## src/cpuControlPkg.sv

```systemverilog
package cpuControlPkg;

    typedef enum logic [3:0] {
        BneOp = 4'd0,
        BeqOp = 4'd1,
        BgzOp = 4'd2,
        BlzOp = 4'd3,
        AdiOp = 4'd4,
        OriOp = 4'd5,
        LhiOp = 4'd6,
        LwdOp = 4'd7,
        SwdOp = 4'd8,
        JmpOp = 4'd9,
        JalOp = 4'd10,
        AluOp = 4'd15
    } opcode_t;

    // function field of R-type words (opcode AluOp)
    typedef enum logic [5:0] {
        FnAdd = 6'd0,
        FnSub = 6'd1,
        FnAnd = 6'd2,
        FnOrr = 6'd3,
        FnNot = 6'd4,
        FnTcp = 6'd5,
        FnShl = 6'd6,
        FnShr = 6'd7,
        FnJpr = 6'd25,
        FnJrl = 6'd26,
        FnWwd = 6'd28,
        FnHlt = 6'd29
    } func_t;

    typedef enum logic [3:0] {
        AluAdd, AluSub, AluAnd, AluOrr, AluNot, AluTcp, AluShl, AluShr,
        AluLhi, AluBne, AluBeq, AluBgz, AluBlz
    } aluFunc_t;

    typedef enum logic [3:0] {
        ClsAluR, ClsAluI, ClsLoad, ClsStore, ClsBranch, ClsJump, ClsJumpLink,
        ClsJumpReg, ClsJumpRegLink, ClsWwd, ClsHalt, ClsIllegal
    } instrClass_t;

    typedef enum logic [2:0] {
        PhIdle, PhFetch, PhDecode, PhExecute, PhMemory, PhWriteback, PhHalted
    } phase_t;

    typedef enum logic [1:0] {
        PcIncrement,    // alu result, pc+1
        PcBranchTarget,
        PcJumpTarget,
        PcRegister
    } pcSel_t;

    typedef enum logic {SelPc, SelRegA} aSel_t;

    typedef enum logic [1:0] {SelRegB, SelOne, SelImm, SelZero} bSel_t;

    typedef enum logic [1:0] {ImmSign, ImmZero, ImmUpper, ImmTarget} immKind_t;

    typedef enum logic [1:0] {DstRt, DstRd, DstLink} regDst_t;

    // classes that end with a register file write
    function automatic logic writesRegister(instrClass_t cls);
        return cls inside {ClsAluR, ClsAluI, ClsLoad, ClsJumpLink, ClsJumpRegLink};
    endfunction

    function automatic logic accessesMemory(instrClass_t cls);
        return cls inside {ClsLoad, ClsStore};
    endfunction

endpackage
```

## src/multicycleControl.sv

```systemverilog
`timescale 1ns/1ps

module multicycleControl #(
    parameter int MemLatency = 2    // cycles per memory access, 1 to 8
) (
    input  logic                    clk,
    input  logic                    arstN,
    input  cpuControlPkg::opcode_t  opcode,
    input  cpuControlPkg::func_t    func,
    output logic                    pcWrite,
    output logic                    pcWriteCond,
    output logic                    iorD,
    output logic                    memRead,
    output logic                    memWrite,
    output logic                    irWrite,
    output logic                    mdrWrite,
    output logic                    memToReg,
    output logic                    regWrite,
    output logic                    wwdValid,
    output logic                    illegalInstr,
    output logic                    halted,
    output cpuControlPkg::pcSel_t   pcSource,
    output cpuControlPkg::aluFunc_t aluOp,
    output cpuControlPkg::aSel_t    aluSrcA,
    output cpuControlPkg::bSel_t    aluSrcB,
    output cpuControlPkg::immKind_t immSel,
    output cpuControlPkg::regDst_t  regDstSel
);

    cpuControlPkg::instrClass_t instrClass;
    cpuControlPkg::aluFunc_t    execAluOp;
    cpuControlPkg::aSel_t       execSrcA;
    cpuControlPkg::bSel_t       execSrcB;
    cpuControlPkg::immKind_t    immKind;
    cpuControlPkg::regDst_t     regDst;
    cpuControlPkg::phase_t      phase;
    logic                       lastBeat;

    instrDecoder uDecoder (
        .opcode     (opcode),
        .func       (func),
        .instrClass (instrClass),
        .execAluOp  (execAluOp),
        .execSrcA   (execSrcA),
        .execSrcB   (execSrcB),
        .immKind    (immKind),
        .regDst     (regDst)
    );

    phaseSequencer #(
        .MemLatency (MemLatency)
    ) uSequencer (
        .clk        (clk),
        .arstN      (arstN),
        .instrClass (instrClass),
        .phase      (phase),
        .lastBeat   (lastBeat)
    );

    controlEncoder uEncoder (
        .phase        (phase),
        .lastBeat     (lastBeat),
        .instrClass   (instrClass),
        .execAluOp    (execAluOp),
        .execSrcA     (execSrcA),
        .execSrcB     (execSrcB),
        .immKind      (immKind),
        .regDst       (regDst),
        .pcWrite      (pcWrite),
        .pcWriteCond  (pcWriteCond),
        .iorD         (iorD),
        .memRead      (memRead),
        .memWrite     (memWrite),
        .irWrite      (irWrite),
        .mdrWrite     (mdrWrite),
        .memToReg     (memToReg),
        .regWrite     (regWrite),
        .wwdValid     (wwdValid),
        .illegalInstr (illegalInstr),
        .halted       (halted),
        .pcSource     (pcSource),
        .aluOp        (aluOp),
        .aluSrcA      (aluSrcA),
        .aluSrcB      (aluSrcB),
        .immSel       (immSel),
        .regDstSel    (regDstSel)
    );

endmodule

```

## src/controlEncoder.sv

```systemverilog
`timescale 1ns/1ps

module controlEncoder (
    input  cpuControlPkg::phase_t      phase,
    input  logic                       lastBeat,
    input  cpuControlPkg::instrClass_t instrClass,
    input  cpuControlPkg::aluFunc_t    execAluOp,
    input  cpuControlPkg::aSel_t       execSrcA,
    input  cpuControlPkg::bSel_t       execSrcB,
    input  cpuControlPkg::immKind_t    immKind,
    input  cpuControlPkg::regDst_t     regDst,
    output logic                       pcWrite,
    output logic                       pcWriteCond,
    output logic                       iorD,
    output logic                       memRead,
    output logic                       memWrite,
    output logic                       irWrite,
    output logic                       mdrWrite,
    output logic                       memToReg,
    output logic                       regWrite,
    output logic                       wwdValid,
    output logic                       illegalInstr,
    output logic                       halted,
    output cpuControlPkg::pcSel_t      pcSource,
    output cpuControlPkg::aluFunc_t    aluOp,
    output cpuControlPkg::aSel_t       aluSrcA,
    output cpuControlPkg::bSel_t       aluSrcB,
    output cpuControlPkg::immKind_t    immSel,
    output cpuControlPkg::regDst_t     regDstSel
);

    logic isLoad;

    assign isLoad = (instrClass == cpuControlPkg::ClsLoad);

    always_comb
    begin
        pcWrite      = 1'b0;
        pcWriteCond  = 1'b0;
        iorD         = 1'b0;
        memRead      = 1'b0;
        memWrite     = 1'b0;
        irWrite      = 1'b0;
        mdrWrite     = 1'b0;
        memToReg     = 1'b0;
        regWrite     = 1'b0;
        wwdValid     = 1'b0;
        illegalInstr = 1'b0;
        halted       = 1'b0;
        pcSource     = cpuControlPkg::PcIncrement;
        aluOp        = cpuControlPkg::AluAdd;
        aluSrcA      = cpuControlPkg::SelPc;
        aluSrcB      = cpuControlPkg::SelOne;    // resting selects: pc + 1
        immSel       = cpuControlPkg::ImmSign;
        regDstSel    = cpuControlPkg::DstRt;

        case (phase)
            cpuControlPkg::PhFetch:
            begin
                memRead = 1'b1;
                irWrite = lastBeat;
            end
            cpuControlPkg::PhDecode:
                pcWrite = 1'b1;    // pc <= pc + 1
            cpuControlPkg::PhExecute:
            begin
                aluOp   = execAluOp;
                aluSrcA = execSrcA;
                aluSrcB = execSrcB;
                immSel  = immKind;
                case (instrClass)
                    cpuControlPkg::ClsBranch:
                    begin
                        pcWriteCond = 1'b1;
                        pcSource    = cpuControlPkg::PcBranchTarget;
                    end
                    cpuControlPkg::ClsJump, cpuControlPkg::ClsJumpLink:
                    begin
                        pcWrite  = 1'b1;
                        pcSource = cpuControlPkg::PcJumpTarget;
                        immSel   = cpuControlPkg::ImmTarget;
                    end
                    cpuControlPkg::ClsJumpReg, cpuControlPkg::ClsJumpRegLink:
                    begin
                        pcWrite  = 1'b1;
                        pcSource = cpuControlPkg::PcRegister;
                    end
                    cpuControlPkg::ClsWwd:
                        wwdValid = 1'b1;
                    cpuControlPkg::ClsIllegal:
                        illegalInstr = 1'b1;
                    default:
                        pcWrite = 1'b0;
                endcase
            end
            cpuControlPkg::PhMemory:
            begin
                iorD     = 1'b1;
                memRead  = isLoad;
                memWrite = (instrClass == cpuControlPkg::ClsStore);
                mdrWrite = isLoad && lastBeat;    // data valid on last beat
            end
            cpuControlPkg::PhWriteback:
            begin
                regWrite  = 1'b1;
                regDstSel = regDst;
                memToReg  = isLoad;
            end
            cpuControlPkg::PhHalted:
                halted = 1'b1;
            default:
                aluSrcB = cpuControlPkg::SelRegB;    // idle, everything low
        endcase
    end

endmodule

```

## src/phaseSequencer.sv

```systemverilog
`timescale 1ns/1ps

module phaseSequencer #(
    parameter int MemLatency = 2
) (
    input  logic                       clk,
    input  logic                       arstN,
    input  cpuControlPkg::instrClass_t instrClass,
    output cpuControlPkg::phase_t      phase,
    output logic                       lastBeat
);

    localparam int BeatWidth = (MemLatency > 1) ? $clog2(MemLatency) : 1;
    localparam logic [BeatWidth-1:0] LastCount = BeatWidth'(MemLatency - 1);

    logic [BeatWidth-1:0]  beatCnt;
    logic                  inAccess;
    cpuControlPkg::phase_t nextPhase;

    // fetch and memory share the beat counter
    assign inAccess = (phase == cpuControlPkg::PhFetch) || (phase == cpuControlPkg::PhMemory);
    assign lastBeat = inAccess && (beatCnt == LastCount);

    always_comb
    begin
        nextPhase = phase;
        case (phase)
            cpuControlPkg::PhIdle:
                nextPhase = cpuControlPkg::PhFetch;
            cpuControlPkg::PhFetch:
                if (lastBeat)
                    nextPhase = cpuControlPkg::PhDecode;
            cpuControlPkg::PhDecode:
                nextPhase = cpuControlPkg::PhExecute;
            cpuControlPkg::PhExecute:
            begin
                if (cpuControlPkg::accessesMemory(instrClass))
                    nextPhase = cpuControlPkg::PhMemory;
                else if (cpuControlPkg::writesRegister(instrClass))
                    nextPhase = cpuControlPkg::PhWriteback;
                else if (instrClass == cpuControlPkg::ClsHalt)
                    nextPhase = cpuControlPkg::PhHalted;
                else
                    nextPhase = cpuControlPkg::PhFetch;
            end
            cpuControlPkg::PhMemory:
                if (lastBeat)
                    nextPhase = (instrClass == cpuControlPkg::ClsLoad)
                                ? cpuControlPkg::PhWriteback
                                : cpuControlPkg::PhFetch;
            cpuControlPkg::PhWriteback:
                nextPhase = cpuControlPkg::PhFetch;
            cpuControlPkg::PhHalted:
                nextPhase = cpuControlPkg::PhHalted;    // only reset leaves
            default:
                nextPhase = cpuControlPkg::PhIdle;
        endcase
    end

    always_ff @(posedge clk or negedge arstN)
    begin
        if (!arstN)
        begin
            phase   <= cpuControlPkg::PhIdle;
            beatCnt <= '0;
        end
        else
        begin
            phase <= nextPhase;
            if (inAccess && !lastBeat)
                beatCnt <= beatCnt + 1'b1;
            else
                beatCnt <= '0;    // restart for the next access
        end
    end

endmodule

```

## src/instrDecoder.sv

```systemverilog
`timescale 1ns/1ps

module instrDecoder (
    input  cpuControlPkg::opcode_t     opcode,
    input  cpuControlPkg::func_t       func,
    output cpuControlPkg::instrClass_t instrClass,
    output cpuControlPkg::aluFunc_t    execAluOp,
    output cpuControlPkg::aSel_t       execSrcA,
    output cpuControlPkg::bSel_t       execSrcB,
    output cpuControlPkg::immKind_t    immKind,
    output cpuControlPkg::regDst_t     regDst
);

    always_comb
    begin
        instrClass = cpuControlPkg::ClsIllegal;    // unknown codes fall through as no-op
        execAluOp  = cpuControlPkg::AluAdd;
        execSrcA   = cpuControlPkg::SelRegA;
        execSrcB   = cpuControlPkg::SelImm;
        immKind    = cpuControlPkg::ImmSign;
        regDst     = cpuControlPkg::DstRt;

        case (opcode)
            cpuControlPkg::BneOp, cpuControlPkg::BeqOp:
            begin
                instrClass = cpuControlPkg::ClsBranch;
                execSrcB   = cpuControlPkg::SelRegB;
                execAluOp  = (opcode == cpuControlPkg::BneOp) ? cpuControlPkg::AluBne
                                                              : cpuControlPkg::AluBeq;
            end
            cpuControlPkg::BgzOp, cpuControlPkg::BlzOp:
            begin
                instrClass = cpuControlPkg::ClsBranch;
                execSrcB   = cpuControlPkg::SelZero;    // compare against zero
                execAluOp  = (opcode == cpuControlPkg::BgzOp) ? cpuControlPkg::AluBgz
                                                              : cpuControlPkg::AluBlz;
            end
            cpuControlPkg::AdiOp:
                instrClass = cpuControlPkg::ClsAluI;
            cpuControlPkg::OriOp:
            begin
                instrClass = cpuControlPkg::ClsAluI;
                execAluOp  = cpuControlPkg::AluOrr;
                immKind    = cpuControlPkg::ImmZero;
            end
            cpuControlPkg::LhiOp:
            begin
                instrClass = cpuControlPkg::ClsAluI;
                execAluOp  = cpuControlPkg::AluLhi;
                immKind    = cpuControlPkg::ImmUpper;
            end
            cpuControlPkg::LwdOp:
                instrClass = cpuControlPkg::ClsLoad;    // address = rs + simm
            cpuControlPkg::SwdOp:
                instrClass = cpuControlPkg::ClsStore;
            cpuControlPkg::JmpOp, cpuControlPkg::JalOp:
            begin
                instrClass = (opcode == cpuControlPkg::JalOp) ? cpuControlPkg::ClsJumpLink
                                                              : cpuControlPkg::ClsJump;
                execSrcA   = cpuControlPkg::SelPc;
                immKind    = cpuControlPkg::ImmTarget;
                regDst     = cpuControlPkg::DstLink;
            end
            cpuControlPkg::AluOp:
            begin
                execSrcB = cpuControlPkg::SelRegB;
                regDst   = cpuControlPkg::DstRd;
                case (func)
                    cpuControlPkg::FnAdd: execAluOp = cpuControlPkg::AluAdd;
                    cpuControlPkg::FnSub: execAluOp = cpuControlPkg::AluSub;
                    cpuControlPkg::FnAnd: execAluOp = cpuControlPkg::AluAnd;
                    cpuControlPkg::FnOrr: execAluOp = cpuControlPkg::AluOrr;
                    cpuControlPkg::FnNot: execAluOp = cpuControlPkg::AluNot;
                    cpuControlPkg::FnTcp: execAluOp = cpuControlPkg::AluTcp;
                    cpuControlPkg::FnShl: execAluOp = cpuControlPkg::AluShl;
                    cpuControlPkg::FnShr: execAluOp = cpuControlPkg::AluShr;
                    default:              execAluOp = cpuControlPkg::AluAdd;
                endcase
                case (func)
                    cpuControlPkg::FnAdd, cpuControlPkg::FnSub, cpuControlPkg::FnAnd,
                    cpuControlPkg::FnOrr, cpuControlPkg::FnNot, cpuControlPkg::FnTcp:
                        instrClass = cpuControlPkg::ClsAluR;
                    cpuControlPkg::FnShl, cpuControlPkg::FnShr:
                    begin
                        instrClass = cpuControlPkg::ClsAluR;
                        execSrcB   = cpuControlPkg::SelOne;    // shift by one
                    end
                    cpuControlPkg::FnJpr, cpuControlPkg::FnJrl:
                    begin
                        instrClass = (func == cpuControlPkg::FnJrl)
                                     ? cpuControlPkg::ClsJumpRegLink
                                     : cpuControlPkg::ClsJumpReg;
                        execSrcB   = cpuControlPkg::SelZero;    // rs passes through
                        regDst     = cpuControlPkg::DstLink;
                    end
                    cpuControlPkg::FnWwd:
                    begin
                        instrClass = cpuControlPkg::ClsWwd;
                        execSrcB   = cpuControlPkg::SelZero;
                    end
                    cpuControlPkg::FnHlt:
                        instrClass = cpuControlPkg::ClsHalt;
                    default:
                        instrClass = cpuControlPkg::ClsIllegal;
                endcase
            end
            default:
            begin
                execSrcA = cpuControlPkg::SelPc;
                execSrcB = cpuControlPkg::SelOne;
            end
        endcase
    end

endmodule

```

## config.mk

```make
export PLATFORM = sky130hd
export DESIGN_NAME = multicycleControl
export DESIGN_NICKNAME = d
export VERILOG_FILES = /design/src/cpuControlPkg.sv /design/src/multicycleControl.sv /design/src/controlEncoder.sv /design/src/phaseSequencer.sv /design/src/instrDecoder.sv
export SDC_FILE = /design/constraint.sdc
export NUM_CORES = 1
export LEC_CHECK = 0
export BUFFER_PORTS_ARGS = -buffer_cell sky130_fd_sc_hd__buf_2
export CORE_UTILIZATION = 52
export DETAILED_ROUTE_END_ITERATION = 8
export PLACE_DENSITY = 0.85
export SYNTH_ARGS = -nofsm -noshare
export SYNTH_HDL_FRONTEND = slang
export SYNTH_SLANG_ARGS = --single-unit
```

## constraint.sdc

```tcl
create_clock -name clk -period 4.61 [get_ports clk]
set_clock_uncertainty 0.05 [all_clocks]
set_input_delay 0.461 -clock clk [delete_from_list [all_inputs] [get_ports clk]]
set_output_delay 0.461 -clock clk [all_outputs]
set_load 0.05 [all_outputs]
```

Yosys cells after proc, flatten, opt, wreduce, memory -nomap -nowiden
Memory sizes are Yosys's and may differ from the RTL's.
Index checks and enable logic that the tools add are counted.

operators by class
  shift-type cells = 0
  bitwise operators = 0
  $add $sub $neg = 1
  reductions and logical operators = 29
  divide/modulo/power cells = 0
  muxes and demuxes = 46
  multiply operators = 0
  order comparisons = 0
  equality and inequality tests = 41

operators by type and width
  cell                count
  $eq 4x3->1 const B  8
  $eq 4x4->1 const B  8
  $eq 6x3->1 const B  4
  $eq 6x5->1 const B  4
  $pmux 4 s6          1
  $mux 3              7
  $pmux 4 s5          1
  $pmux 3 s6          1
  $mux 1              17
  $eq 4x2->1 const B  4
  $pmux 4 s4          1
  $reduce_or 2->1     8
  $mux 2              7
  $eq 6x2->1 const B  2
  $mux 4              3
  $pmux 2 s2          3
  $pmux 2 s3          2
  $reduce_or 10->1    1
  $eq 3x3->1 const B  3
  $eq 4x1->1 const B  2
  $logic_not 4->1     2
  $pmux 2 s4          1
  $reduce_or 4->1     2
  $reduce_or 8->1     1
  other kinds (17)    24

word-level totals
  output and inout port bits = 25
  memories = 1
  bits in latches = 0
  register bits = 4
  bits in writable memories = 0
  input bits = 12
  bits in read-only memories = 24

memories
  name             words  width  read ports  clocked after memory_dff  wr ports  RTL line            RTL
  (no name shown)  8      3      1           0                         0         instrDecoder.sv:68  case (func)

Depth between registers and ports, before layout
Gate-level depths: netlist of the first run.

  depth in word-level cells = 9
  depth in mapped cells = 7
  depth with buffers taken out = 5

Modules after synthesis
A second synthesis of the first run with hierarchy kept.

second synthesis, totals
  cell total of the unflattened synthesis = 145
  area, all modules = 1,032.2 µm²

by module, submodules not included
  module          area each (µm²)  cells each  times used
  instrDecoder    456.7            72          1
  controlEncoder  336.6            47          1
  phaseSequencer  239.0            26          1

Worst setup path after synthesis of the first run
OpenSTA, ideal clock, no wires.

  kind = input to output
  start = in opcode[2]
  end = out pcWriteCond
  path buffers = 2
  data arrival time = 3.701 ns
  setup slack = 0.398 ns
  cell stages on the path = 6
  cell sequence = buf_2 and2_1 clkbuf_1 o21ai_0 a32oi_1 a2111oi_0

between the ends
  word-level cells in the longest chain between the ends = 6
  elaborated cells between the ends (all ways) = 20

ends and longest elaborated chain
  element                                            RTL line                 RTL
  start: declaration                                 multicycleControl.sv:8   input cpuControlPkg::opcode_t opcode,
  $eq 4x1->1 (tied with other cells)                 instrDecoder.sv:23       case (opcode)
  $reduce_or 4->1 (no line) (tied with other cells)  n/a
  $pmux 4 s6 (*)                                     instrDecoder.sv:23
  $eq 4x3->1 (*)                                     controlEncoder.sv:71     case (instrClass)
  $mux 1 (*)                                         controlEncoder.sv:71
  $mux 1 (*)                                         controlEncoder.sv:57     case (phase)
  end: declaration                                   multicycleControl.sv:11  output logic pcWriteCond,

Mark *: on every way between the ends. The rest lies on a longest branch, timed or not.

Worst setup path in the final report of the first run
  start = in func[1]
  end = out memRead

between the ends
  word-level cells in the longest chain between the ends = 6
  elaborated cells between the ends (all ways) = 19

ends and longest elaborated chain
  element                                            RTL line                 RTL
  start: declaration                                 multicycleControl.sv:9   input cpuControlPkg::func_t func,
  $eq 6x1->1 (tied with other cells)                 instrDecoder.sv:79       case (func)
  $reduce_or 8->1 (no line) (tied with other cells)  n/a
  $pmux 4 s4 (*)                                     instrDecoder.sv:79
  $pmux 4 s6 (*)                                     instrDecoder.sv:23
  $eq 4x2->1 (*)                                     controlEncoder.sv:34     assign isLoad = (instrClass == cpuControlPkg::ClsLoad);
  $pmux 1 s2 (*)                                     controlEncoder.sv:57
  end: declaration                                   multicycleControl.sv:13  output logic memRead,

Marked as above.

==> results.md, run 1 <==
- The maximum count of clock buffers along a single path is 2.
- The synthesized-area fraction occupied by and/or/nand/nor cells is 39.0%.
- The area occupied by multi-input gates is 742 um2.
- The die height is 44.7 um.
- STA classifies the critical path endpoint as a primary output.
- The area taken by flip-flops and latches is 100 um2.
- The max-slew violation count is 0.
- After the first detailed-routing iteration, the DRC count stood at 72.
- The floorplan has 15 rows.
- The static leakage is 0.481 nW.
- The signal on the critical path passes through buf_2 -> or3b_4 -> a2111o_1 -> o2111ai_2 -> or3b_4 -> o22ai_2 -> buf_2.
- In the finished design, the share of the clock period the worst path needs comes to 64.5%.
- In this run, CTS created clock tree buffers numbering 3.
- The cell at the slowest stage of the critical path is sky130_fd_sc_hd__or3b_4.
- The placed cell count is 195.
- The number of distinct library cell variants in the gate-level netlist after synthesis is 42.
- The post-route cell area is 1120 um2.
- The total I/O pin count is 37.
- Clock latency on the worst-skew pair, taken at its later pin, is 0.24 ns.
- Measured in cells, the most critical reg-to-reg path has a length of 5.
- The number of antenna diodes in the final layout is 0.
- The final-report setup violation count is 0.
- STA classifies the critical path startpoint as an input port.
- After detailed routing, the number of remaining DRC violations is 0.
- The maximum clock rate is 0.336 GHz.
- The critical path data required time is 4.10 ns.
- The tightest min-delay check is of the flop to flop type.
- Summed over all layers, the global routing overflow is 0.
- The filler cells instantiated in the layout total 160.
- The async set-or-reset flop fraction in the synthesized netlist is 100%.
- The floorplan step defined a core boundary enclosing 1710 um2.
- The worst voltage drop across the vdd grid is 0.000160 V.
- Across all register-to-register paths, the minimum setup slack is 3.20 ns.
- The pre-antenna-repair detailed-routing pass consisted of 4 iterations.
- Summing the areas of all compound-gate instances in the mapped netlist gives 36.6% of the synthesized area.
- The kind of critical path is input port to primary output.
- Summing every instance area after synthesis gives 946 um2.
- The remaining antenna violation count is 0.
- The full die area is 1990 um2.
- In the final design database the tool counted 188 nets.
- Adding up every negative setup slack in the final design gives 0 ns.
- The total via count after detailed routing is 1,229.
- In the final routed layout, each cell accounts on average for 13.2 um.
- The final wirelength is 2.63 mm.
- The tree is rooted in a sky130_fd_sc_hd__clkbuf_4.
- Subtracting the final worst setup slack from the clock period gives 2.97 ns.
- The worst setup slack before clock tree synthesis is 1.66 ns.
- The mean area per synthesized cell is 6.35 um2.
- Once the floorplan was initialized, standard cells occupied 55.4% of the core.
- The biggest fanout along the worst timing path is 10.
- Entering global routing, the biggest net connects 24 pins.
- The largest single stage delay on the critical path is 0.46 ns.
- At the end of routability-driven placement, the weighted congestion stood at 0.970.
- In the routed layout, each cell is associated on average with a via count of 6.18.
- The proportion of synthesized chip area in sequential cells is 10.6%.
- The hold-critical path endpoint is uSequencer.beatCnt.
- Clock-pin slew was measured on the worst setup and hold paths at 0.04 ns.
- Synthesis handed over a netlist of 149 instances.
- Synthesis inferred 4 register bits.
- The cell area after placement is 1080 um2.
- Measured along the x axis, the die boundary spans 44.7 um.
- For the worst setup path, the data arrival time is 2.46 ns.
- The flow ran to the end, and the final reports show no timing, DRC or antenna violations.
- The via count of the first global-routing pass is 980.
- The main combinational cell family by area after synthesis is simple AND/OR/NAND/NOR gates.
- The worst hold path begins at uSequencer.beatCnt.
- The post-route netlist has 27.0% of its cells at a drive strength greater than 1.
- At the pin with the least slew margin, the transition time is 0.612 ns.
- For this run, the leading register cell type out of synthesis is sky130_fd_sc_hd__dfrtp_1.
- The CTS tree is done.
- In the global route stage, overall resource usage came out at 27.8%.
- The total of warnings raised by yosys is 0.
- The area growth from synthesis to layout is 18.0%.
- Setup repair after global routing left no endpoint under its margin.
- The count of endpoints failing hold in the final timing report is 0.
- The startpoint of the lowest-slack register-to-register path is uSequencer.phase[1].
- In this run the number of H-tree levels came out at 1.
- The initial antenna violation count came to 0.
- The worst slew slack as a fraction of its limit is 58.6%.
- The post-synthesis mux area share is 0%.
- The number of synthesized flops with an enable pin is 0.
- The worst register-to-register path ends at uSequencer.phase[0].
- The number of port buffers is 36.
- Once routing completed, OpenROAD measured the worst setup slack at 1.64 ns.
- Dividing total power by cell area gives a power density of 379 nW/um2.
- The synthesized net count is 161.
- Counting instances, the worst hold path has a depth of 1.
- The synthesized netlist devotes 2.78% of its cell area to XOR and XNOR gates.
- The first-pass GRT wire length is 4.25 mm.
- Detailed placement finished with a half-perimeter wire length of 1.98 mm.
- CTS saw 4 sinks.
- The post-layout instance count excluding filler cells is 199.
- The max-capacitance violation count is 0.
- The synthesized netlist devotes 0% of its cell area to adder and majority cells.
==> area by class of cell <==
cell class	count	area share [%]
clock buffers	3	2.02
well taps	25	2.80
multi-input cells	122	66.5
repair buffers	37	17.0
flip-flops and latches	4	8.97
inverters	8	2.69
==> logic make-up after synthesis <==
logic type                after synthesis
AOI/OAI and AO/OA                      51
xor gates and xnor gates                3
buffers and inverters                  23
DFF                                     4
and+or+nand+nor                        68
==> how the worst max path moves through the flow <==
stage,start,end,cells past startpoint
4_1_cts,func[0],memRead,7
6_report,func[1],memRead,7
5_1_grt,opcode[1],memRead,7
3_3_place_gp,func[0],memToReg,7
2_1_floorplan,opcode[2],pcWriteCond,6
3_5_place_dp,func[1],memRead,7
==> cell usage in the layout, fill, tap and decap left out, types with 2 or more instances in the layout <==
| cell | count |
|---|---|
| sky130_fd_sc_hd__buf_2 | 36 |
| sky130_fd_sc_hd__nor2_1 | 20 |
| sky130_fd_sc_hd__o21ai_0 | 13 |
| sky130_fd_sc_hd__a21oi_1 | 10 |
| sky130_fd_sc_hd__inv_1 | 8 |
| sky130_fd_sc_hd__nand3_1 | 8 |
| sky130_fd_sc_hd__nand2_1 | 7 |
| sky130_fd_sc_hd__nor2b_1 | 6 |
| sky130_fd_sc_hd__a31oi_1 | 6 |
| sky130_fd_sc_hd__nand2b_1 | 5 |
| sky130_fd_sc_hd__or3_1 | 4 |
| sky130_fd_sc_hd__a211oi_1 | 4 |
| sky130_fd_sc_hd__dfrtp_1 | 4 |
| sky130_fd_sc_hd__nor3_1 | 3 |
| sky130_fd_sc_hd__a32oi_1 | 3 |
| sky130_fd_sc_hd__nand4_1 | 3 |
| sky130_fd_sc_hd__clkbuf_4 | 3 |
| sky130_fd_sc_hd__xnor2_1 | 2 |
| sky130_fd_sc_hd__or2_2 | 2 |
| sky130_fd_sc_hd__or3b_4 | 2 |
| sky130_fd_sc_hd__o21a_1 | 2 |
| sky130_fd_sc_hd__nor3b_1 | 2 |
| sky130_fd_sc_hd__a22oi_1 | 2 |
==> layer usage <==
metal / vias up / GRT usage [%] / part of all wire (%)
met3: 3 / 3.27 / 8.4
met2: 69 / 49.4 / 48
li1: 595 / - / -
met1: 562 / 35.4 / 43
met5: - / 0 / 0
met4: 0 / 6.67 / 0.61
==> per-stage QoR <==
step | utilization, % | hold WS [ns] | total power (W)
after floorplan | - | 0.115 | 0.000314
after global placement | 63.4 | 0.215 | 0.000368
after detailed placement | 63.4 | 0.221 | 0.000374
after CTS | 65.3 | 0.445 | 0.000421
after global routing | 65.3 | 0.465 | 0.000451
final | 65.3 | 0.448 | 0.000423
==> cell usage after synthesis (2+ instances only) <==
cell type | instances | area share (%)
sky130_fd_sc_hd__nor2_1 | 20 | 7.9
sky130_fd_sc_hd__o21ai_0 | 13 | 6.9
sky130_fd_sc_hd__clkbuf_1 | 11 | 4.4
sky130_fd_sc_hd__a21oi_1 | 10 | 5.3
sky130_fd_sc_hd__inv_1 | 8 | 3.2
sky130_fd_sc_hd__nand3_1 | 8 | 4.2
sky130_fd_sc_hd__nand2_1 | 7 | 2.8
sky130_fd_sc_hd__a31oi_1 | 6 | 4.0
sky130_fd_sc_hd__nor2b_1 | 6 | 4.0
sky130_fd_sc_hd__nand2b_1 | 5 | 3.3
sky130_fd_sc_hd__a211oi_1 | 4 | 3.2
sky130_fd_sc_hd__dfrtp_1 | 4 | 11
sky130_fd_sc_hd__or3_1 | 4 | 2.6
sky130_fd_sc_hd__a32oi_1 | 3 | 2.8
sky130_fd_sc_hd__nand4_1 | 3 | 2.0
sky130_fd_sc_hd__nor3_1 | 3 | 1.6
sky130_fd_sc_hd__a22oi_1 | 2 | 1.6
sky130_fd_sc_hd__buf_2 | 2 | 1.1
sky130_fd_sc_hd__buf_6 | 2 | 2.4
sky130_fd_sc_hd__nor3b_1 | 2 | 1.6
sky130_fd_sc_hd__o21a_1 | 2 | 1.6
sky130_fd_sc_hd__or2_2 | 2 | 1.3
sky130_fd_sc_hd__or3b_4 | 2 | 2.4
sky130_fd_sc_hd__xnor2_1 | 2 | 1.9
==> sequential cells by signal, indices dropped and copies added (netlist names) <==
name,count
uSequencer.phase,3
uSequencer.beatCnt,1
==> power breakdown <==
group          leakage [nW]  internal (W)  total [W]  switching (W)
registers            0.0492     0.0000485  0.0000745      0.0000260
logic                 0.418     0.0000801   0.000303       0.000222
clock network        0.0138     0.0000293  0.0000461      0.0000168
total                 0.481      0.000158   0.000423       0.000265
==> repair_timing <==
action | CTS | global route
endpoints found under the setup margin | 0 | 0
hold endpoints to repair | 4 | 0
gates resized for setup | 0 | 0
hold buffers | 1 | 0
buffers inserted | 0 | 0
==> worst max-delay path, delay by kind of cell <==
kind	cells	cell delay, ns
and+or+nand+nor	2	0.87
buffers and inverters	2	0.45
AOI/OAI and AO/OA	3	0.68
No activity file was read; power rests on OpenSTA's default activity.
==> run 2: changes to the inputs <==
--- a/config.mk
+++ b/config.mk
@@ -5,10 +5,11 @@
 export SDC_FILE = /design/constraint.sdc
 export NUM_CORES = 1
 export LEC_CHECK = 0
+export ABC_AREA = 1
 export BUFFER_PORTS_ARGS = -buffer_cell sky130_fd_sc_hd__buf_2
-export CORE_UTILIZATION = 52
+export CORE_UTILIZATION = 43
 export DETAILED_ROUTE_END_ITERATION = 8
-export PLACE_DENSITY = 0.85
+export PLACE_DENSITY = 0.76
 export SYNTH_ARGS = -nofsm -noshare
 export SYNTH_HDL_FRONTEND = slang
 export SYNTH_SLANG_ARGS = --single-unit
==> constraint.sdc (replaced) <==
create_clock -name clk -period 2.5 [get_ports clk]
set_clock_uncertainty 0.05 [all_clocks]
set_input_delay 0.25 -clock clk [delete_from_list [all_inputs] [get_ports clk]]
set_output_delay 0.25 -clock clk [all_outputs]
set_load 0.05 [all_outputs]
==> results.md, run 2 <==
- The net total in the final layout is 225 (was 188).
- The average via count per standard cell was 5.11 (was 6.18).
- The worst slew slack as a fraction of its limit was 74.8% (was 58.6%).
- Cell types with the largest area share after synthesis: sky130_fd_sc_hd__nand2_1 19%, sky130_fd_sc_hd__inv_1 13%, sky130_fd_sc_hd__nor2_1 12% (was sky130_fd_sc_hd__dfrtp_1 11%, sky130_fd_sc_hd__nor2_1 7.9%, sky130_fd_sc_hd__o21ai_0 6.9%).
- The library cell with the highest instance count after synthesis is sky130_fd_sc_hd__nand2_1 (was sky130_fd_sc_hd__nor2_1).
- The layout overhead on the synthesized area is 29.2% (was 18.0%).
- The post-synthesis instance area was 877 um2 (was 946 um2).
- The nature of the critical path endpoint was a primary output (unchanged).
- The latest clock arrival within the worst-skew pair is 0.24 ns (about the same).
- Unrepaired setup endpoints after global routing: false (unchanged).
- The final sum of negative setup slack is 0 ns (unchanged).
- The die height was 47.2 um (was 44.7 um).
- The detail-routed net length per standard cell is 10.8 um (was 13.2 um).
- Of the available clock period, the critical path in the final layout requires 92.5%.
- The total power per unit cell area is 825 nW/um2 (was 379 nW/um2).
- The worst setup slack for register-to-register paths is 1.06 ns (was 3.20 ns).
- The total clock buffers created by CTS is 3 (unchanged).
- The max-slew violation count is 0 (unchanged).
- The final-report setup violation count is 0 (unchanged).
- The CTS tree is done (unchanged).
- The synthesized net count is 185 (was 161).
- The number of synthesized flops with an enable pin is 0 (unchanged).
- The instance count of the mapped netlist was 173 (was 149).
- The kind of launch point of the worst setup path was a flop (was input port).
- The depth of the CTS H-tree is 1 (unchanged).
- The remaining antenna violation count is 0 (unchanged).
- The flip-flop cell with the highest count after synthesis is sky130_fd_sc_hd__dfrtp_1 (unchanged).
- The final cell utilization of the core is 62.3% (was 65.3%).
- The total via count after detailed routing is 1,205 (was 1,229).
- The path category of the worst min-delay check is input port to asynchronous set/reset pin (was flop to flop).
- The row count came to 15 (unchanged).
- The final weighted congestion in routability-driven placement was 0.873 (was 0.970).
- The critical path data required time was 2.20 ns (was 4.10 ns).
- The largest net degree at the start of global routing is 11 (was 24).
- The static leakage is 0.645 nW (was 0.481 nW).
- The number of distinct library cell variants in the gate-level netlist after synthesis is 26 (was 42).
- The maximum clock rate is 0.432 GHz.
- The count of endpoints failing hold in the final timing report came to 0 (unchanged).
- The register name with the most flops is uSequencer.phase (unchanged).
- The biggest fanout along the worst timing path is 10 (unchanged).
- The area taken by flip-flops and latches is 100 um2 (unchanged).
- The final wirelength is 2.55 mm (was 2.63 mm).
- The number of inserted diodes is 0 (unchanged).
- The maximum count of clock buffers along a single path was 2 (unchanged).
- The max-capacitance violation count is 0 (unchanged).
- Commonest cells after routing, fill and taps aside: 44 x sky130_fd_sc_hd__nand2_1, 36 x sky130_fd_sc_hd__buf_2, 30 x sky130_fd_sc_hd__inv_1 (was 36 x sky130_fd_sc_hd__buf_2, 20 x sky130_fd_sc_hd__nor2_1, 13 x sky130_fd_sc_hd__o21ai_0).
- The kind of critical path is flop to primary output (was input port to primary output).
- The dominant cell type by area after synthesis is sky130_fd_sc_hd__nand2_1 (was sky130_fd_sc_hd__dfrtp_1).
- The full die area is 2220 um2 (was 1990 um2).
- The area occupied by multi-input gates is 651 um2 (was 742 um2).
- The mean area per synthesized cell is 5.07 um2 (was 6.35 um2).
- The estimated wirelength of the detail-placed design was 2.13 mm (was 1.98 mm).
- The first-pass GRT wire length is 3.94 mm (was 4.25 mm).
- The slew at the pin with the worst max-slew slack was 0.373 ns (was 0.612 ns).
- List of most frequent post-synthesis cells: 44 x sky130_fd_sc_hd__nand2_1, 30 x sky130_fd_sc_hd__inv_1, 29 x sky130_fd_sc_hd__nor2_1, 13 x sky130_fd_sc_hd__a21oi_1, 11 x sky130_fd_sc_hd__nand3_1 (was 20 x sky130_fd_sc_hd__nor2_1, 13 x sky130_fd_sc_hd__o21ai_0, 11 x sky130_fd_sc_hd__clkbuf_1, 10 x sky130_fd_sc_hd__a21oi_1).
- The DRC marker count from the first detailed-route iteration is 55 (was 72).
- The fraction of final layout cells with drive strength greater than 1 is 28.0% (was 27.0%).
- Result of the run: finished clean (unchanged).
- The worst voltage drop across the vdd grid came to 0.000786 V (was 0.000160 V).
- The total of warnings raised by yosys is 0 (unchanged).
- The total iterations of the first detailed-routing run is 4 (unchanged).
- The async set-or-reset flop fraction in the synthesized netlist is 100% (unchanged).
- The count of fill cells added during filler insertion is 199 (was 160).
- The number of clock sinks is 4 (unchanged).
- The data arrival time of the critical path came to 2.01 ns (was 2.46 ns).
- The die outline width is 47.2 um (was 44.7 um).
- The total I/O pin count is 37 (unchanged).
- The library cell used as clock root buffer was sky130_fd_sc_hd__clkbuf_4 (unchanged).
- The initial antenna violation count came to 0 (unchanged).
- The post-synthesis register bit count was 4 (unchanged).
- The proportion of synthesized chip area in sequential cells was 11.4% (was 10.6%).
- The clock transition at the registers of the reported paths was 0.04 ns (about the same).
- The routed design could run at a clock period as short as 2.31 ns.
- The via count of the first global-routing pass is 902 (was 980).
- The flip-flop count of the largest register after layout came to 3 (unchanged).
- The number of remaining DRC errors is 0 (unchanged).
- The number of port buffers is 36 (unchanged).
- The core box area is 1820 um2 (was 1710 um2).
- The initial cell density of the core came to 48.2% (was 55.4%).
- The global router's overall resource usage is 24.6% (was 27.8%).
- The share of the synthesized area in the top cell type is 18.8% (was 10.6%).
- The global-route congestion overflow total came to 0 (unchanged).
- Largest regs: uSequencer.phase x3, uSequencer.beatCnt x1 (unchanged).
- The leading cell type in the layout, fill and taps excluded was sky130_fd_sc_hd__nand2_1 (was sky130_fd_sc_hd__buf_2).
run 2: metal layers:
metal / track usage, % / vias to the layer above / wire [um]
met5: 0 / - / 0
met4: 0.571 / 0 / 0
met3: 4.62 / 0 / 172
met2: 37.8 / 47 / 1190
met1: 37.6 / 531 / 1180
li1: - / 627 / -
run 2: final cells by class:
type                       instances  share of cell area (%)
clock buffer                       3                    1.99
inverter                          37                    12.3
multi-input combinational        130                    57.4
sequential                         4                    8.83
tap                               25                    2.76
timing repair buffer              37                    16.8
run 2: logic make-up (layout without fill, tap and decap cells):
logic type	count (synthesis)	count (layout)	share of synthesized area [%]
AOI/OAI and AO/OA	29	29	20.1
buffers and inverters	39	77	16.8
DFF	4	4	11.4
and+or+nand+nor	101	101	51.6
run 2: final timing paths:
check                                    start                   to  cells after the start
setup / recovery           uSequencer.phase[1]              aluSrcA                      5
hold / removal                           arstN   uSequencer.beatCnt                      2
setup reg to reg           uSequencer.phase[1]  uSequencer.phase[1]                      5
hold reg to reg             uSequencer.beatCnt  uSequencer.phase[0]                      3
max in group asynchronous                arstN  uSequencer.phase[2]                      2
min in group clk            uSequencer.beatCnt  uSequencer.phase[0]                      3
run 2: what timing repair did:
item | CTS | global route
resized for setup | 0 | 0
buffers inserted | 0 | 0
endpoints found under the hold margin | 4 | 0
hold buffers | 1 | 0
run 2: worst max-delay path, cell delays in order, from the launching register on:
cell and delay [ns]:
sky130_fd_sc_hd__dfrtp_1 0.52, sky130_fd_sc_hd__nand2_1 0.14, sky130_fd_sc_hd__nor2_1 0.28, sky130_fd_sc_hd__clkinv_1 0.32
sky130_fd_sc_hd__a31oi_1 0.23, sky130_fd_sc_hd__buf_2 0.29
run 2: metrics by stage:
stage          area, um2  hold WS (ns)  total power [W]  std cells  worst slack, ns
2_1_floorplan        898       -0.0956         0.000699        173           0.0457
3_3_place_gp        1100       0.00366         0.000840        232            0.415
3_5_place_dp        1100       0.00590         0.000850        232            0.366
4_1_cts             1130         0.296         0.000936        236            0.209
5_1_grt             1130         0.335          0.00101        236           0.0243
6_report            1130         0.316         0.000935        236            0.187
run 2: where the power goes:
group / internal, W / switching, W / total [W]
Combinational: 0.000167 / 0.000538 / 0.000705
Clock: 0.0000536 / 0.0000257 / 0.0000794
Sequential: 0.0000972 / 0.0000531 / 0.000150
==> run 3: changes to the inputs <==
--- a/config.mk
+++ b/config.mk
@@ -10,6 +10,7 @@
 export CORE_UTILIZATION = 43
 export DETAILED_ROUTE_END_ITERATION = 8
 export PLACE_DENSITY = 0.76
+export RECOVER_POWER = 50
 export SYNTH_ARGS = -nofsm -noshare
 export SYNTH_HDL_FRONTEND = slang
 export SYNTH_SLANG_ARGS = --single-unit
==> results.md, run 3 (synthesis gave the netlist of run 2 again) <==
- The full die area came to 2220 um2 (unchanged).
- Result of the run: finished clean (unchanged).
- The flip-flop count of the largest register after layout is 3 (unchanged).
- The data arrival time of the critical path came to 1.99 ns (was 2.01 ns).
- The average via count per standard cell was 5.03 (was 5.11).
- The path category of the worst min-delay check is input port to asynchronous set/reset pin (unchanged).
- The initial cell density of the core came to 48.2% (unchanged).
- The leading cell type in the layout, fill and taps excluded is sky130_fd_sc_hd__nand2_1 (unchanged).
- The kind of critical path is flop to primary output (unchanged).
- The number of clock sinks came to 4 (unchanged).
- The biggest fanout along the worst timing path is 10 (unchanged).
- The DRC marker count from the first detailed-route iteration is 54 (was 55).
- The nature of the critical path endpoint was a primary output (unchanged).
- The slew at the pin with the worst max-slew slack is 0.601 ns (was 0.373 ns).
- The number of cell instances on the worst register-to-register path is 5 (unchanged).
- The total via count after detailed routing is 1,187 (was 1,205).
- The startpoint of the lowest-slack register-to-register path is uSequencer.phase[1] (unchanged).
- The max-capacitance violation count is 0 (unchanged).
- The global router's overall resource usage is 24.6% (unchanged).
- The maximum count of clock buffers along a single path is 2 (unchanged).
- The CTS tree is done (unchanged).
- The number of port buffers came to 36 (unchanged).
- The count of fill cells added during filler insertion came to 198 (was 199).
- The detail-routed net length per standard cell is 10.8 um (about the same).
- The final-report setup violation count is 0 (unchanged).
- The die height is 47.2 um (unchanged).
- Largest regs: uSequencer.phase x3, uSequencer.beatCnt x1 (unchanged).
- The remaining antenna violation count is 0 (unchanged).
- The total power draw came to 0.000928 W (was 0.000935 W).
- The initial antenna violation count is 0 (unchanged).
- The static leakage is 0.608 nW (was 0.645 nW).
- The latest clock arrival within the worst-skew pair is 0.24 ns (about the same).
- The clock transition at the registers of the reported paths is 0.04 ns (about the same).
- The final weighted congestion in routability-driven placement is 0.873 (unchanged).
- The critical path data required time is 2.20 ns (about the same).
- The total iterations of the first detailed-routing run was 4 (unchanged).
- The total power per unit cell area is 829 nW/um2 (was 825 nW/um2).
- The end of the worst register-to-register path is uSequencer.phase[1] (unchanged).
- The final wirelength was 2.56 mm (was 2.55 mm).
- The worst setup slack for register-to-register paths came to 1.07 ns (was 1.06 ns).
- The die outline width is 47.2 um (unchanged).
- The estimated wirelength of the detail-placed design is 2.13 mm (unchanged).
- The global-route congestion overflow total came to 0 (unchanged).
- The maximum clock rate is 0.437 GHz (was 0.432 GHz).
- The register name with the most flops is uSequencer.phase (unchanged).
- The number of inserted diodes is 0 (unchanged).
- The first-pass GRT wire length is 3.94 mm (unchanged).
- The net total in the final layout is 225 (unchanged).
- The largest net degree at the start of global routing is 11 (unchanged).
- The fraction of final layout cells with drive strength greater than 1 is 23.2% (was 28.0%).
- The count of endpoints failing hold in the final timing report came to 0 (unchanged).
- The total I/O pin count is 37 (unchanged).
- The final clock period utilization by the worst path is 91.6% (was 92.5%).
- The total clock buffers created by CTS came to 3 (unchanged).
- The library cell used as clock root buffer is sky130_fd_sc_hd__clkbuf_4 (unchanged).
- The core box area was 1820 um2 (unchanged).
- The depth of the CTS H-tree is 1 (unchanged).
- Unrepaired setup endpoints after global routing: false (unchanged).
- Commonest cells after routing, fill and taps aside: 44 x sky130_fd_sc_hd__nand2_1, 30 x sky130_fd_sc_hd__inv_1, 30 x sky130_fd_sc_hd__nor2_1 (was 44 x sky130_fd_sc_hd__nand2_1, 36 x sky130_fd_sc_hd__buf_2, 30 x sky130_fd_sc_hd__inv_1).
- The final critical-path required period was 2.29 ns (was 2.31 ns).
- The max-slew violation count was 0 (unchanged).
- The kind of launch point of the worst setup path was a flop (unchanged).
- The number of remaining DRC errors is 0 (unchanged).
- The via count of the first global-routing pass was 902 (unchanged).
- The worst voltage drop across the vdd grid is 0.000766 V (was 0.000786 V).
- The worst slew slack as a fraction of its limit is 60.1% (was 74.8%).
- The launching instance or port of the critical path is uSequencer.phase[1] (unchanged).
- The final sum of negative setup slack is 0 ns (unchanged).
- The capture point of the worst path is aluSrcA (unchanged).
- The row count is 15 (unchanged).
- The layout overhead on the synthesized area is 27.7% (was 29.2%).
- The number of setup buffers added after CTS is 0 (unchanged).
-- run 3: cell count changes in the layout (fill, tap and decap cells not counted) --
cell	before	now
sky130_fd_sc_hd__nor2_1	29	30
sky130_fd_sc_hd__clkbuf_1	0	9
sky130_fd_sc_hd__nor2_2	3	2
sky130_fd_sc_hd__buf_2	36	27
-- run 3: final cells by class --
| type | instances | area [um2] | area share (%) |
|---|---|---|---|
| Timing Repair Buffer | 37 | 179 | 16.0 |
| Sequential cell | 4 | 100 | 8.94 |
| Clock buffer | 3 | 22.5 | 2.01 |
| Inverter | 37 | 139 | 12.4 |
| Tap cell | 25 | 31.3 | 2.79 |
| Multi-Input combinational cell | 130 | 648 | 57.9 |
-- run 3: worst min path at each step --
stage / slack (ns) / cells after the start / end / start
5_1_grt: 0.37 / 2 / uSequencer.beatCnt / arstN
6_report: 0.34 / 2 / uSequencer.beatCnt / arstN
3_3_place_gp: 0.004 / 1 / uSequencer.beatCnt / arstN
3_5_place_dp: 0.006 / 1 / uSequencer.beatCnt / arstN
4_1_cts: 0.30 / 2 / uSequencer.beatCnt / arstN
2_1_floorplan: -0.1 / 0 / uSequencer.beatCnt / arstN
-- run 3: layer usage --
layer  wire length [um]  part of all wire (%)  global-route usage, %
met1               1210                    47                   37.6
met5                  0                     0                      0
met2               1170                    46                   37.8
met4                  8                  0.31                  0.571
met3                162                   6.3                   4.62
-- run 3: timing repair --
item | 4_1_cts | 5_1_grt
hold endpoints to repair | 4 | 0
hold buffers | 1 | 0
endpoints found under the setup margin | 0 | 0
gates resized for setup | 0 | 0
-- run 3: stage by stage --
| stage | hold WS [ns] | worst slack, ns | std cells | area [um2] | util, % |
|---|---|---|---|---|---|
| after floorplan | -0.0956 | 0.0457 | 173 | 898 | - |
| after global placement | 0.00366 | 0.415 | 232 | 1100 | 60.5 |
| after detailed placement | 0.00590 | 0.366 | 232 | 1100 | 60.5 |
| after CTS | 0.296 | 0.209 | 236 | 1130 | 62.3 |
| after global routing | 0.369 | 0.0243 | 236 | 1120 | 61.5 |
| final | 0.338 | 0.209 | 236 | 1120 | 61.5 |
-- run 3: where the power goes --
part | leakage [nW] | switching (W) | internal (W)
Combinational | 0.545 | 0.000538 | 0.000159
Clock | 0.0138 | 0.0000266 | 0.0000537
Sequential | 0.0501 | 0.0000539 | 0.0000972
Total | 0.608 | 0.000618 | 0.000310
-- run 3: critical path, cell delays in order, from the launching register on --
cell and delay (ns):
sky130_fd_sc_hd__dfrtp_1 0.52, sky130_fd_sc_hd__nand2_1 0.13, sky130_fd_sc_hd__nor2_1 0.28, sky130_fd_sc_hd__clkinv_1 0.31, sky130_fd_sc_hd__a31oi_1 0.23, sky130_fd_sc_hd__buf_2 0.29
